$ cat config.mk
export PLATFORM = sky130hd
export DESIGN_NAME = rv_core_top
export DESIGN_NICKNAME = d
export VERILOG_FILES = /design/src/core_pkg.sv /design/src/rv_core_top.sv /design/src/rv_decode.sv /design/src/rv_execute.sv /design/src/rv_result.sv
export VERILOG_INCLUDE_DIRS = /design/src
export SDC_FILE = /design/constraint.sdc
export NUM_CORES = 2
export LEC_CHECK = 0
export ABC_AREA = 0
export BUFFER_PORTS_ARGS = -buffer_cell sky130_fd_sc_hd__buf_2
export CORE_MARGIN = 2
export CORE_UTILIZATION = 54
export CTS_CLUSTER_SIZE = 20
export DETAILED_ROUTE_END_ITERATION = 10
export GPL_TIMING_DRIVEN = 1
export PLACE_DENSITY = 0.69
export RECOVER_POWER = 100
export SLEW_MARGIN = 20
export SYNTH_ARGS = -nofsm -noshare
export SYNTH_HDL_FRONTEND = slang
export SYNTH_SLANG_ARGS = --single-unit
$ cat constraint.sdc
create_clock -name clk_10M -period 6.2 [get_ports clk_10M]
set_input_delay 0 -clock clk_10M [delete_from_list [all_inputs] [get_ports clk_10M]]
set_output_delay 0 -clock clk_10M [all_outputs]
set_load 0.03 [all_outputs]
$ cat src/core_consts.svh
`ifndef CORE_CONSTS_SVH
`define CORE_CONSTS_SVH

// datapath sizes
`define XLEN        32
`define REG_ADDR_W  5
`define NUM_REGS    32

// accepted major opcodes
`define OPC_OP      7'b0110011  // register-register alu
`define OPC_OP_IMM  7'b0010011  // register-immediate alu
`define OPC_LUI     7'b0110111

// funct3 encodings, shared by OP and OP-IMM
`define F3_ADD_SUB  3'b000
`define F3_SLL      3'b001
`define F3_SLT      3'b010
`define F3_SLTU     3'b011
`define F3_XOR      3'b100
`define F3_SR       3'b101  // srl / sra, split by funct7
`define F3_OR       3'b110
`define F3_AND      3'b111

// funct7 for sub and sra
`define F7_ALT      7'b0100000

`endif

$ cat src/core_pkg.sv
`default_nettype none

`include "core_consts.svh"

package core_pkg;

    typedef enum logic [3:0] {
        ALU_ADD    = 4'd0,
        ALU_SUB    = 4'd1,
        ALU_SLL    = 4'd2,
        ALU_SLT    = 4'd3,
        ALU_SLTU   = 4'd4,
        ALU_XOR    = 4'd5,
        ALU_SRL    = 4'd6,
        ALU_SRA    = 4'd7,
        ALU_OR     = 4'd8,
        ALU_AND    = 4'd9,
        ALU_PASS_B = 4'd10  // lui, operand b straight through
    } alu_op_e;

    // decode -> execute
    typedef struct packed {
        logic                   valid;
        logic [`REG_ADDR_W-1:0] rd;
        logic [`REG_ADDR_W-1:0] rs1;
        logic [`REG_ADDR_W-1:0] rs2;
        logic [`XLEN-1:0]       rs1_val;  // register file value at decode
        logic [`XLEN-1:0]       rs2_val;
        logic [`XLEN-1:0]       imm;
        logic                   use_imm;
        alu_op_e                alu_op;
    } decoded_t;

    // execute -> result, also the forwarding payload
    typedef struct packed {
        logic                   valid;
        logic [`REG_ADDR_W-1:0] rd;
        logic [`XLEN-1:0]       data;
    } result_t;

endpackage

`default_nettype wire

$ cat src/rv_core_top.sv
`timescale 1ns/10ps
`default_nettype none

`include "core_consts.svh"

module rv_core_top (
    input  wire                     clk_10M,
    input  wire                     locked,      // async, active low
    input  logic                    inst_valid_i,
    input  logic [`XLEN-1:0]        inst_i,
    output logic                    wb_valid_o,
    output logic [`REG_ADDR_W-1:0]  wb_rd_o,
    output logic [`XLEN-1:0]        wb_data_o,
    output logic                    illegal_o
);

    import core_pkg::*;

    logic [`REG_ADDR_W-1:0] rs1_addr;
    logic [`REG_ADDR_W-1:0] rs2_addr;
    logic [`XLEN-1:0]       rs1_data;
    logic [`XLEN-1:0]       rs2_data;
    decoded_t               id_ex;
    result_t                ex_res;
    result_t                res;

    rv_decode u_decode (
        .clk_10M      (clk_10M),
        .locked       (locked),
        .inst_valid_i (inst_valid_i),
        .inst_i       (inst_i),
        .rs1_data_i   (rs1_data),
        .rs2_data_i   (rs2_data),
        .rs1_addr_o   (rs1_addr),   // to register file
        .rs2_addr_o   (rs2_addr),
        .id_ex_o      (id_ex),
        .illegal_o    (illegal_o)
    );

    rv_execute u_execute (
        .clk_10M      (clk_10M),
        .locked       (locked),
        .id_ex_i      (id_ex),
        .res_i        (res),        // forwarded from result stage
        .ex_res_o     (ex_res)
    );

    rv_result u_result (
        .clk_10M      (clk_10M),
        .locked       (locked),
        .ex_res_i     (ex_res),
        .rs1_addr_i   (rs1_addr),
        .rs2_addr_i   (rs2_addr),
        .rs1_data_o   (rs1_data),
        .rs2_data_o   (rs2_data),
        .res_o        (res),
        .wb_valid_o   (wb_valid_o),
        .wb_rd_o      (wb_rd_o),
        .wb_data_o    (wb_data_o)
    );

endmodule

`default_nettype wire

$ cat src/rv_decode.sv
`timescale 1ns/10ps
`default_nettype none

`include "core_consts.svh"

module rv_decode (
    input  wire                     clk_10M,
    input  wire                     locked,
    input  logic                    inst_valid_i,
    input  logic [`XLEN-1:0]        inst_i,
    input  logic [`XLEN-1:0]        rs1_data_i,
    input  logic [`XLEN-1:0]        rs2_data_i,
    output logic [`REG_ADDR_W-1:0]  rs1_addr_o,
    output logic [`REG_ADDR_W-1:0]  rs2_addr_o,
    output core_pkg::decoded_t      id_ex_o,
    output logic                    illegal_o
);

    import core_pkg::*;

    logic [6:0]             opcode;
    logic [2:0]             funct3;
    logic [6:0]             funct7;
    logic [`XLEN-1:0]       imm_i;
    logic [`XLEN-1:0]       imm_u;
    logic                   legal;
    decoded_t               id_ex_d;
    decoded_t               id_ex_q;
    logic                   illegal_q;

    // funct3 to alu op, alt picks sub / sra
    function automatic alu_op_e f3_op(input logic [2:0] f3, input logic alt);
        case (f3)
            `F3_ADD_SUB: return alt ? ALU_SUB : ALU_ADD;
            `F3_SLL:     return ALU_SLL;
            `F3_SLT:     return ALU_SLT;
            `F3_SLTU:    return ALU_SLTU;
            `F3_XOR:     return ALU_XOR;
            `F3_SR:      return alt ? ALU_SRA : ALU_SRL;
            `F3_OR:      return ALU_OR;
            default:     return ALU_AND;
        endcase
    endfunction

    assign opcode = inst_i[6:0];
    assign funct3 = inst_i[14:12];
    assign funct7 = inst_i[31:25];
    assign imm_i  = {{(`XLEN-12){inst_i[31]}}, inst_i[31:20]};  // sign extended
    assign imm_u  = {inst_i[31:12], 12'b0};

    always_comb begin
        legal           = 1'b1;
        id_ex_d         = '0;
        id_ex_d.rd      = inst_i[11:7];
        id_ex_d.rs1     = inst_i[19:15];
        id_ex_d.rs2     = inst_i[24:20];
        id_ex_d.imm     = imm_i;
        id_ex_d.alu_op  = ALU_ADD;
        case (opcode)
            `OPC_OP: begin
                id_ex_d.alu_op = f3_op(funct3, funct7 == `F7_ALT);
                if (funct7 == `F7_ALT)
                    legal = (funct3 == `F3_ADD_SUB) || (funct3 == `F3_SR);
                else
                    legal = (funct7 == 7'b0);
            end
            `OPC_OP_IMM: begin
                id_ex_d.use_imm = 1'b1;
                id_ex_d.rs2     = '0;  // no second source
                id_ex_d.alu_op  = f3_op(funct3, (funct3 == `F3_SR) && (funct7 == `F7_ALT));
                if (funct3 == `F3_SLL)
                    legal = (funct7 == 7'b0);
                else if (funct3 == `F3_SR)
                    legal = (funct7 == 7'b0) || (funct7 == `F7_ALT);
            end
            `OPC_LUI: begin
                id_ex_d.use_imm = 1'b1;
                id_ex_d.imm     = imm_u;
                id_ex_d.rs1     = '0;
                id_ex_d.rs2     = '0;
                id_ex_d.alu_op  = ALU_PASS_B;
            end
            default: legal = 1'b0;
        endcase
        id_ex_d.valid   = inst_valid_i && legal;
        id_ex_d.rs1_val = rs1_data_i;
        id_ex_d.rs2_val = rs2_data_i;
    end

    assign rs1_addr_o = id_ex_d.rs1;
    assign rs2_addr_o = id_ex_d.rs2;

    always_ff @(posedge clk_10M or negedge locked) begin
        if (!locked) begin
            id_ex_q   <= '0;
            illegal_q <= 1'b0;
        end else begin
            id_ex_q   <= id_ex_d;
            illegal_q <= inst_valid_i && !legal;  // dropped slot, bubble downstream
        end
    end

    assign id_ex_o   = id_ex_q;
    assign illegal_o = illegal_q;

    // an illegal slot never reaches execute
    assert property (@(posedge clk_10M) disable iff (!locked)
        !(illegal_o && id_ex_o.valid));

endmodule

`default_nettype wire

$ cat src/rv_execute.sv
`timescale 1ns/10ps
`default_nettype none

`include "core_consts.svh"

module rv_execute (
    input  wire                 clk_10M,
    input  wire                 locked,
    input  core_pkg::decoded_t  id_ex_i,
    input  core_pkg::result_t   res_i,
    output core_pkg::result_t   ex_res_o
);

    import core_pkg::*;

    result_t            ex_res_q;
    logic [`XLEN-1:0]   op_a;
    logic [`XLEN-1:0]   rs2_fwd;
    logic [`XLEN-1:0]   op_b;
    logic [4:0]         shamt;
    logic [`XLEN-1:0]   alu_y;

    // newest producer wins, then register file value
    function automatic logic [`XLEN-1:0] fwd_sel(
        input logic [`REG_ADDR_W-1:0]   src,
        input logic [`XLEN-1:0]         rf_val,
        input result_t                  near,
        input result_t                  far
    );
        if (near.valid && (near.rd != '0) && (near.rd == src))
            return near.data;
        if (far.valid && (far.rd != '0) && (far.rd == src))
            return far.data;
        return rf_val;
    endfunction

    assign op_a    = fwd_sel(id_ex_i.rs1, id_ex_i.rs1_val, ex_res_q, res_i);
    assign rs2_fwd = fwd_sel(id_ex_i.rs2, id_ex_i.rs2_val, ex_res_q, res_i);
    assign op_b    = id_ex_i.use_imm ? id_ex_i.imm : rs2_fwd;
    assign shamt   = op_b[4:0];

    always_comb begin
        case (id_ex_i.alu_op)
            ALU_ADD:    alu_y = op_a + op_b;
            ALU_SUB:    alu_y = op_a - op_b;
            ALU_SLL:    alu_y = op_a << shamt;
            ALU_SLT:    alu_y = {{(`XLEN-1){1'b0}}, $signed(op_a) < $signed(op_b)};
            ALU_SLTU:   alu_y = {{(`XLEN-1){1'b0}}, op_a < op_b};
            ALU_XOR:    alu_y = op_a ^ op_b;
            ALU_SRL:    alu_y = op_a >> shamt;
            ALU_SRA:    alu_y = $unsigned($signed(op_a) >>> shamt);
            ALU_OR:     alu_y = op_a | op_b;
            ALU_AND:    alu_y = op_a & op_b;
            ALU_PASS_B: alu_y = op_b;  // lui
            default:    alu_y = '0;
        endcase
    end

    always_ff @(posedge clk_10M or negedge locked) begin
        if (!locked) begin
            ex_res_q <= '0;
        end else begin
            ex_res_q.valid <= id_ex_i.valid;
            ex_res_q.rd    <= id_ex_i.rd;
            ex_res_q.data  <= alu_y;
        end
    end

    assign ex_res_o = ex_res_q;

    // one slot in, one slot out, no bubbles created here
    assert property (@(posedge clk_10M) disable iff (!locked)
        ex_res_o.valid |-> $past(id_ex_i.valid));

endmodule

`default_nettype wire

$ cat src/rv_result.sv
`timescale 1ns/10ps
`default_nettype none

`include "core_consts.svh"

module rv_result (
    input  wire                     clk_10M,
    input  wire                     locked,
    input  core_pkg::result_t       ex_res_i,
    input  logic [`REG_ADDR_W-1:0]  rs1_addr_i,
    input  logic [`REG_ADDR_W-1:0]  rs2_addr_i,
    output logic [`XLEN-1:0]        rs1_data_o,
    output logic [`XLEN-1:0]        rs2_data_o,
    output core_pkg::result_t       res_o,
    output logic                    wb_valid_o,
    output logic [`REG_ADDR_W-1:0]  wb_rd_o,
    output logic [`XLEN-1:0]        wb_data_o
);

    import core_pkg::*;

    logic [`XLEN-1:0]   regs [`NUM_REGS];
    result_t            res_q;

    // result register and register file share the edge
    always_ff @(posedge clk_10M or negedge locked) begin
        if (!locked) begin
            res_q <= '0;
            for (int i = 0; i < `NUM_REGS; i++) begin
                regs[i] <= '0;
            end
        end else begin
            res_q <= ex_res_i;
            if (ex_res_i.valid && (ex_res_i.rd != '0))
                regs[ex_res_i.rd] <= ex_res_i.data;
        end
    end

    // x0 hardwired to zero
    assign rs1_data_o = (rs1_addr_i == '0) ? '0 : regs[rs1_addr_i];
    assign rs2_data_o = (rs2_addr_i == '0) ? '0 : regs[rs2_addr_i];

    assign res_o      = res_q;  // second forwarding source
    assign wb_valid_o = res_q.valid && (res_q.rd != '0);
    assign wb_rd_o    = res_q.rd;
    assign wb_data_o  = res_q.data;

    assert property (@(posedge clk_10M) disable iff (!locked)
        wb_valid_o |-> (wb_rd_o != '0));

endmodule

`default_nettype wire

==> results.md <==
Finish:
- The finished cells cover between 80,000 and 90,000 sq um.
- The commonest non-fill, non-tap cell in the layout is dfrtp_1.
- After the last flow step, the layout net total stands at 6,988.
- From synthesis to final layout, the design area changed by 9.32%.
- The top cell types in the final layout, fill and taps aside, are dfrtp_1, mux2_2, mux2i_1.
- The final standard cell count with taps included and fillers excluded is between 8,000 and 9,000.
- The fraction of final layout cells sized beyond drive strength 1 is 21.5%.

Timing:
- For the final database, setup skew stands at 0.0450 ns.
- The relative slew slack is -212%.
- The setup slack after layout is -0.00913 ns.
- The hold violation count in the final report came to 0.
- For the pin with the worst max-slew slack, the measured transition is 4.69 ns.
- Hold timing on the final database bottoms out at a slack of 0.0582 ns.
- After layout, the worst path uses 100% of the clock period.
- For this run, the top clock speed supported by timing is roughly 160 MHz.
- The clock period minus worst slack is 6.21 ns.
- For the final routed database, the setup TNS stands at -0.00913 ns.
- Setup violations remaining at the end of the flow were counted as 1.
- Setup repair after global routing left no endpoint under its margin.
- The final max-slew violation count is 2,963.

Setup path:
- Counting stages on the worst path, the most repeated cell is nand2_1.
- Broken down by cell family, the worst path's largest delay share belongs to simple AND/OR/NAND/NOR gates.
- The kind of capture point of the worst setup path is a flip-flop.
- The launching element of the worst setup path is inst_i[3].
- STA puts the critical path data required time at 6.64 ns.
- The signal on the critical path passes through dlygate4sd3_1, buf_2, nand4b_1, nor2_1, nand2_1, nand2_1, inv_1, nor4_1, clkbuf_2, a21oi_1.
- Along the worst path, the maximum fanout reaches 39.
- The worst setup path is launched from an input port.
- The worst register-to-register path has a setup slack of 0.29 ns.
- In this run the number of cells on the critical path is 10.
- The stage delay of the slowest cell on the critical path is 1.97 ns.
- The number of buffers and inverters on the critical path is 4.
- At the worst endpoint, the arrival time is 6.65 ns.
- The endpoint of the worst-slack reg-to-reg timing path is u_execute.ex_res_o[27]$_DFF_PN0_.
- The master of the slowest instance on the critical path is nand2_1.
- The startpoint of the most critical register-to-register path is u_execute.ex_res_o[34]$_DFF_PN0_.
- The worst setup path category is in2reg.
- The worst register-to-register path has a depth of 13.
- In this run the worst setup path terminates at u_decode.id_ex_o[45]$_DFF_PN0_.

Drt:
- The first-pass iteration count of the detailed router is 7.
- The DRC marker count from the first detailed-route iteration is about 9,000.
- In the final routed layout, each cell accounts on average for 35.1 um.
- The vias per cell is ~7.3.
- For this run, design rule violations remaining after detail routing come to 0.
- The final antenna-violating net count is 0.
- The final layout contains routed wiring with a total length of 307,000 um.
- The final route contains between 60,000 and 70,000 vias.

Logic synthesis:
- The post-synthesis register bit count is 1,218.
- During synthesis, Yosys emitted a total of 0 warnings.
- The synthesized design contains 0 enable-type register cells.
- The most used flip-flop cell after synthesis is dfrtp_1.
- The net count after synthesis is 7,236.
- The proportion of synthesized chip area in sequential cells is 41.5%.
- The share of synthesized flip-flops with an asynchronous set or reset is 100%.
- After synthesis, the netlist uses 97 different library cells.
- The post-synthesis area per instance is 10.3 sq um.
- Summing every instance area after synthesis gives 73,400 sq um.
- In the synthesized netlist, the number of instances is 7,098.

Clock network:
- The tree built by TritonCTS fans out to 1,218 sinks.
- The H-tree depth is 4.
- The later pin in the worst-skew pair is clocked with a latency of roughly 0.80 ns.
- The maximum count of clock buffers along a single path is 3.
- TritonCTS built the clock tree.
- The number of buffers created by CTS is 139.
- The clock-pin slew on the worst setup and hold paths is around 0.06 ns.
- The root buffer cell chosen for the clock tree is clkbuf_16.

Global routing:
- Entering global routing, the biggest net connects 165 pins.
- The initial antenna violation count is 22.
- The via count of the first global-routing pass is 60,651.
- The global routing usage summed across all routing layers is 43.0%.
- The first global-routing pass estimated 439,000 um of wire.
- For this run the aggregate overflow at the end of global routing stands at 0.

Place:
- Including well taps, the total number of placed cells is 8,443.
- The cell area after placement is about 76,000 sq um.
- The placer's final routability congestion estimate is 1.07.
- The detailed-placement wirelength estimate is approximately 180,000 um.
- The number of buffer cells added on primary ports is 73.

Floorplan:
- The row count is 135.
- The vertical die dimension is 373 um.
- From left edge to right edge, the die measures 373 um.
- The floorplan die area is roughly 140,000 sq um.
- After floorplanning, the core was sized to cover 135,000 sq um.
- The initial utilization of the core area, before any placement, comes to ~54%.
- The count of pins on the block boundary is 74.

Power:
- Power spread over the standard cell area amounts to around 280 nW/um^2.
- Across the VDD grid, the largest voltage drop is 0.000238 V.
- After layout, the design draws a total of 22.3 mW.
- For this design the static power due to leakage is 37.3 nW.

Min path:
- The worst hold path class is in2reg.
- The cell depth of the worst hold path is 4.

Run status:
- The flow ran to the end, but the final reports show violations.
- The checks that failed: max-capacitance violations, max-slew violations, negative setup slack.

Job:
- Across the run, the number of max-cap violations was a little under 80.
layer usage:
layer / vias to the layer above / global-route usage (%) / share of wire, %
met5: - / 0 / 0.064
met4: 18 / 23.2 / 6.2
met3: 1027 / 12.2 / 12
met2: 4366 / 61.4 / 42
met1: 32148 / 58.9 / 40
li1: 26012 / - / -
flip-flops by register name, indices dropped and copies added (netlist names):
signal and count:
u_result.wb_data_o 32, u_decode.illegal_o 1, u_result.res_o 1, u_execute.ex_res_o 38, u_decode.id_ex_o 117, u_result.regs 1024, u_result.wb_rd_o 5
cells by family after synthesis:
| family | share of synthesized area, % |
|---|---|
| simple gates | 7.85 |
| buf+inv | 4.80 |
| fa+ha+maj | 1.78 |
| flops | 41.5 |
| compound gates | 16.0 |
| mux | 27.6 |
| xor+xnor | 0.406 |
worst min-delay path: stages:
cell and delay [ns]:
dlygate4sd3_1 0.53, buf_2 0.15, inv_1 0.07, nor2_1 0.05
area by class of cell:
cell class	count	area [sq um]
fillers	11417	54900
multi-input cells	5005	39500
flip-flops and latches	1218	30500
clock buffers	208	4140
repair buffers	378	2800
well taps	1781	2230
clock inverters	44	634
inverters	108	424
diodes	7	17.5
power by group:
part	switching (mW)	internal [mW]	leakage [nW]	total, mW
sequential	0.543	8.23	16.6	8.77
combinational	3.50	1.27	18.3	4.78
clock	3.60	5.10	2.35	8.71
stage by stage:
step / worst slack [ns] / util (%)
6_report: -0.00913 / 59.4
4_1_cts: 0.111 / 59.8
3_5_place_dp: 0.140 / 55.9
3_3_place_gp: 0.187 / 55.9
5_1_grt: 0.0953 / 59.4
2_1_floorplan: 0.311 / -
repair_timing:
action / 4_1_cts / 5_1_grt
buffers inserted: 0 / 0
hold endpoints to repair: 398 / 0
hold buffers: 47 / 0
gates resized for setup: 0 / 9
endpoints found under the setup margin: 0 / 8
Yosys cell counts (75+ instances only):
cell,instances,area share [%]
dfrtp_1,1218,42
mux2_2,982,15
mux2i_1,906,12
clkbuf_1,602,3.1
nor2_1,600,3.1
a21oi_1,407,2.8
nand2_1,278,1.4
a221oi_1,253,3.0
o21ai_0,198,1.4
a211oi_1,177,1.8
nand3_1,145,0.99
ha_1,101,1.7
inv_1,100,0.51
buf_1,85,0.43
o22ai_1,82,0.70
or3_1,76,0.65
nor3_1,75,0.51
worst min path at each step:
stage               start                        endpoint  slack [ns]
6_report       inst_i[30]  u_decode.id_ex_o[15]$_DFF_PN0_        0.06
5_1_grt        inst_i[30]  u_decode.id_ex_o[15]$_DFF_PN0_        0.07
4_1_cts        inst_i[16]  u_decode.id_ex_o[72]$_DFF_PN0_        0.01
3_5_place_dp       locked  u_result.regs[576]$_DFFE_PN0P_        0.05
3_3_place_gp       locked  u_result.regs[576]$_DFFE_PN0P_        0.06
2_1_floorplan      locked   u_decode.id_ex_o[0]$_DFF_PN0_       -0.30
Power figures use the tool's default switching activity.
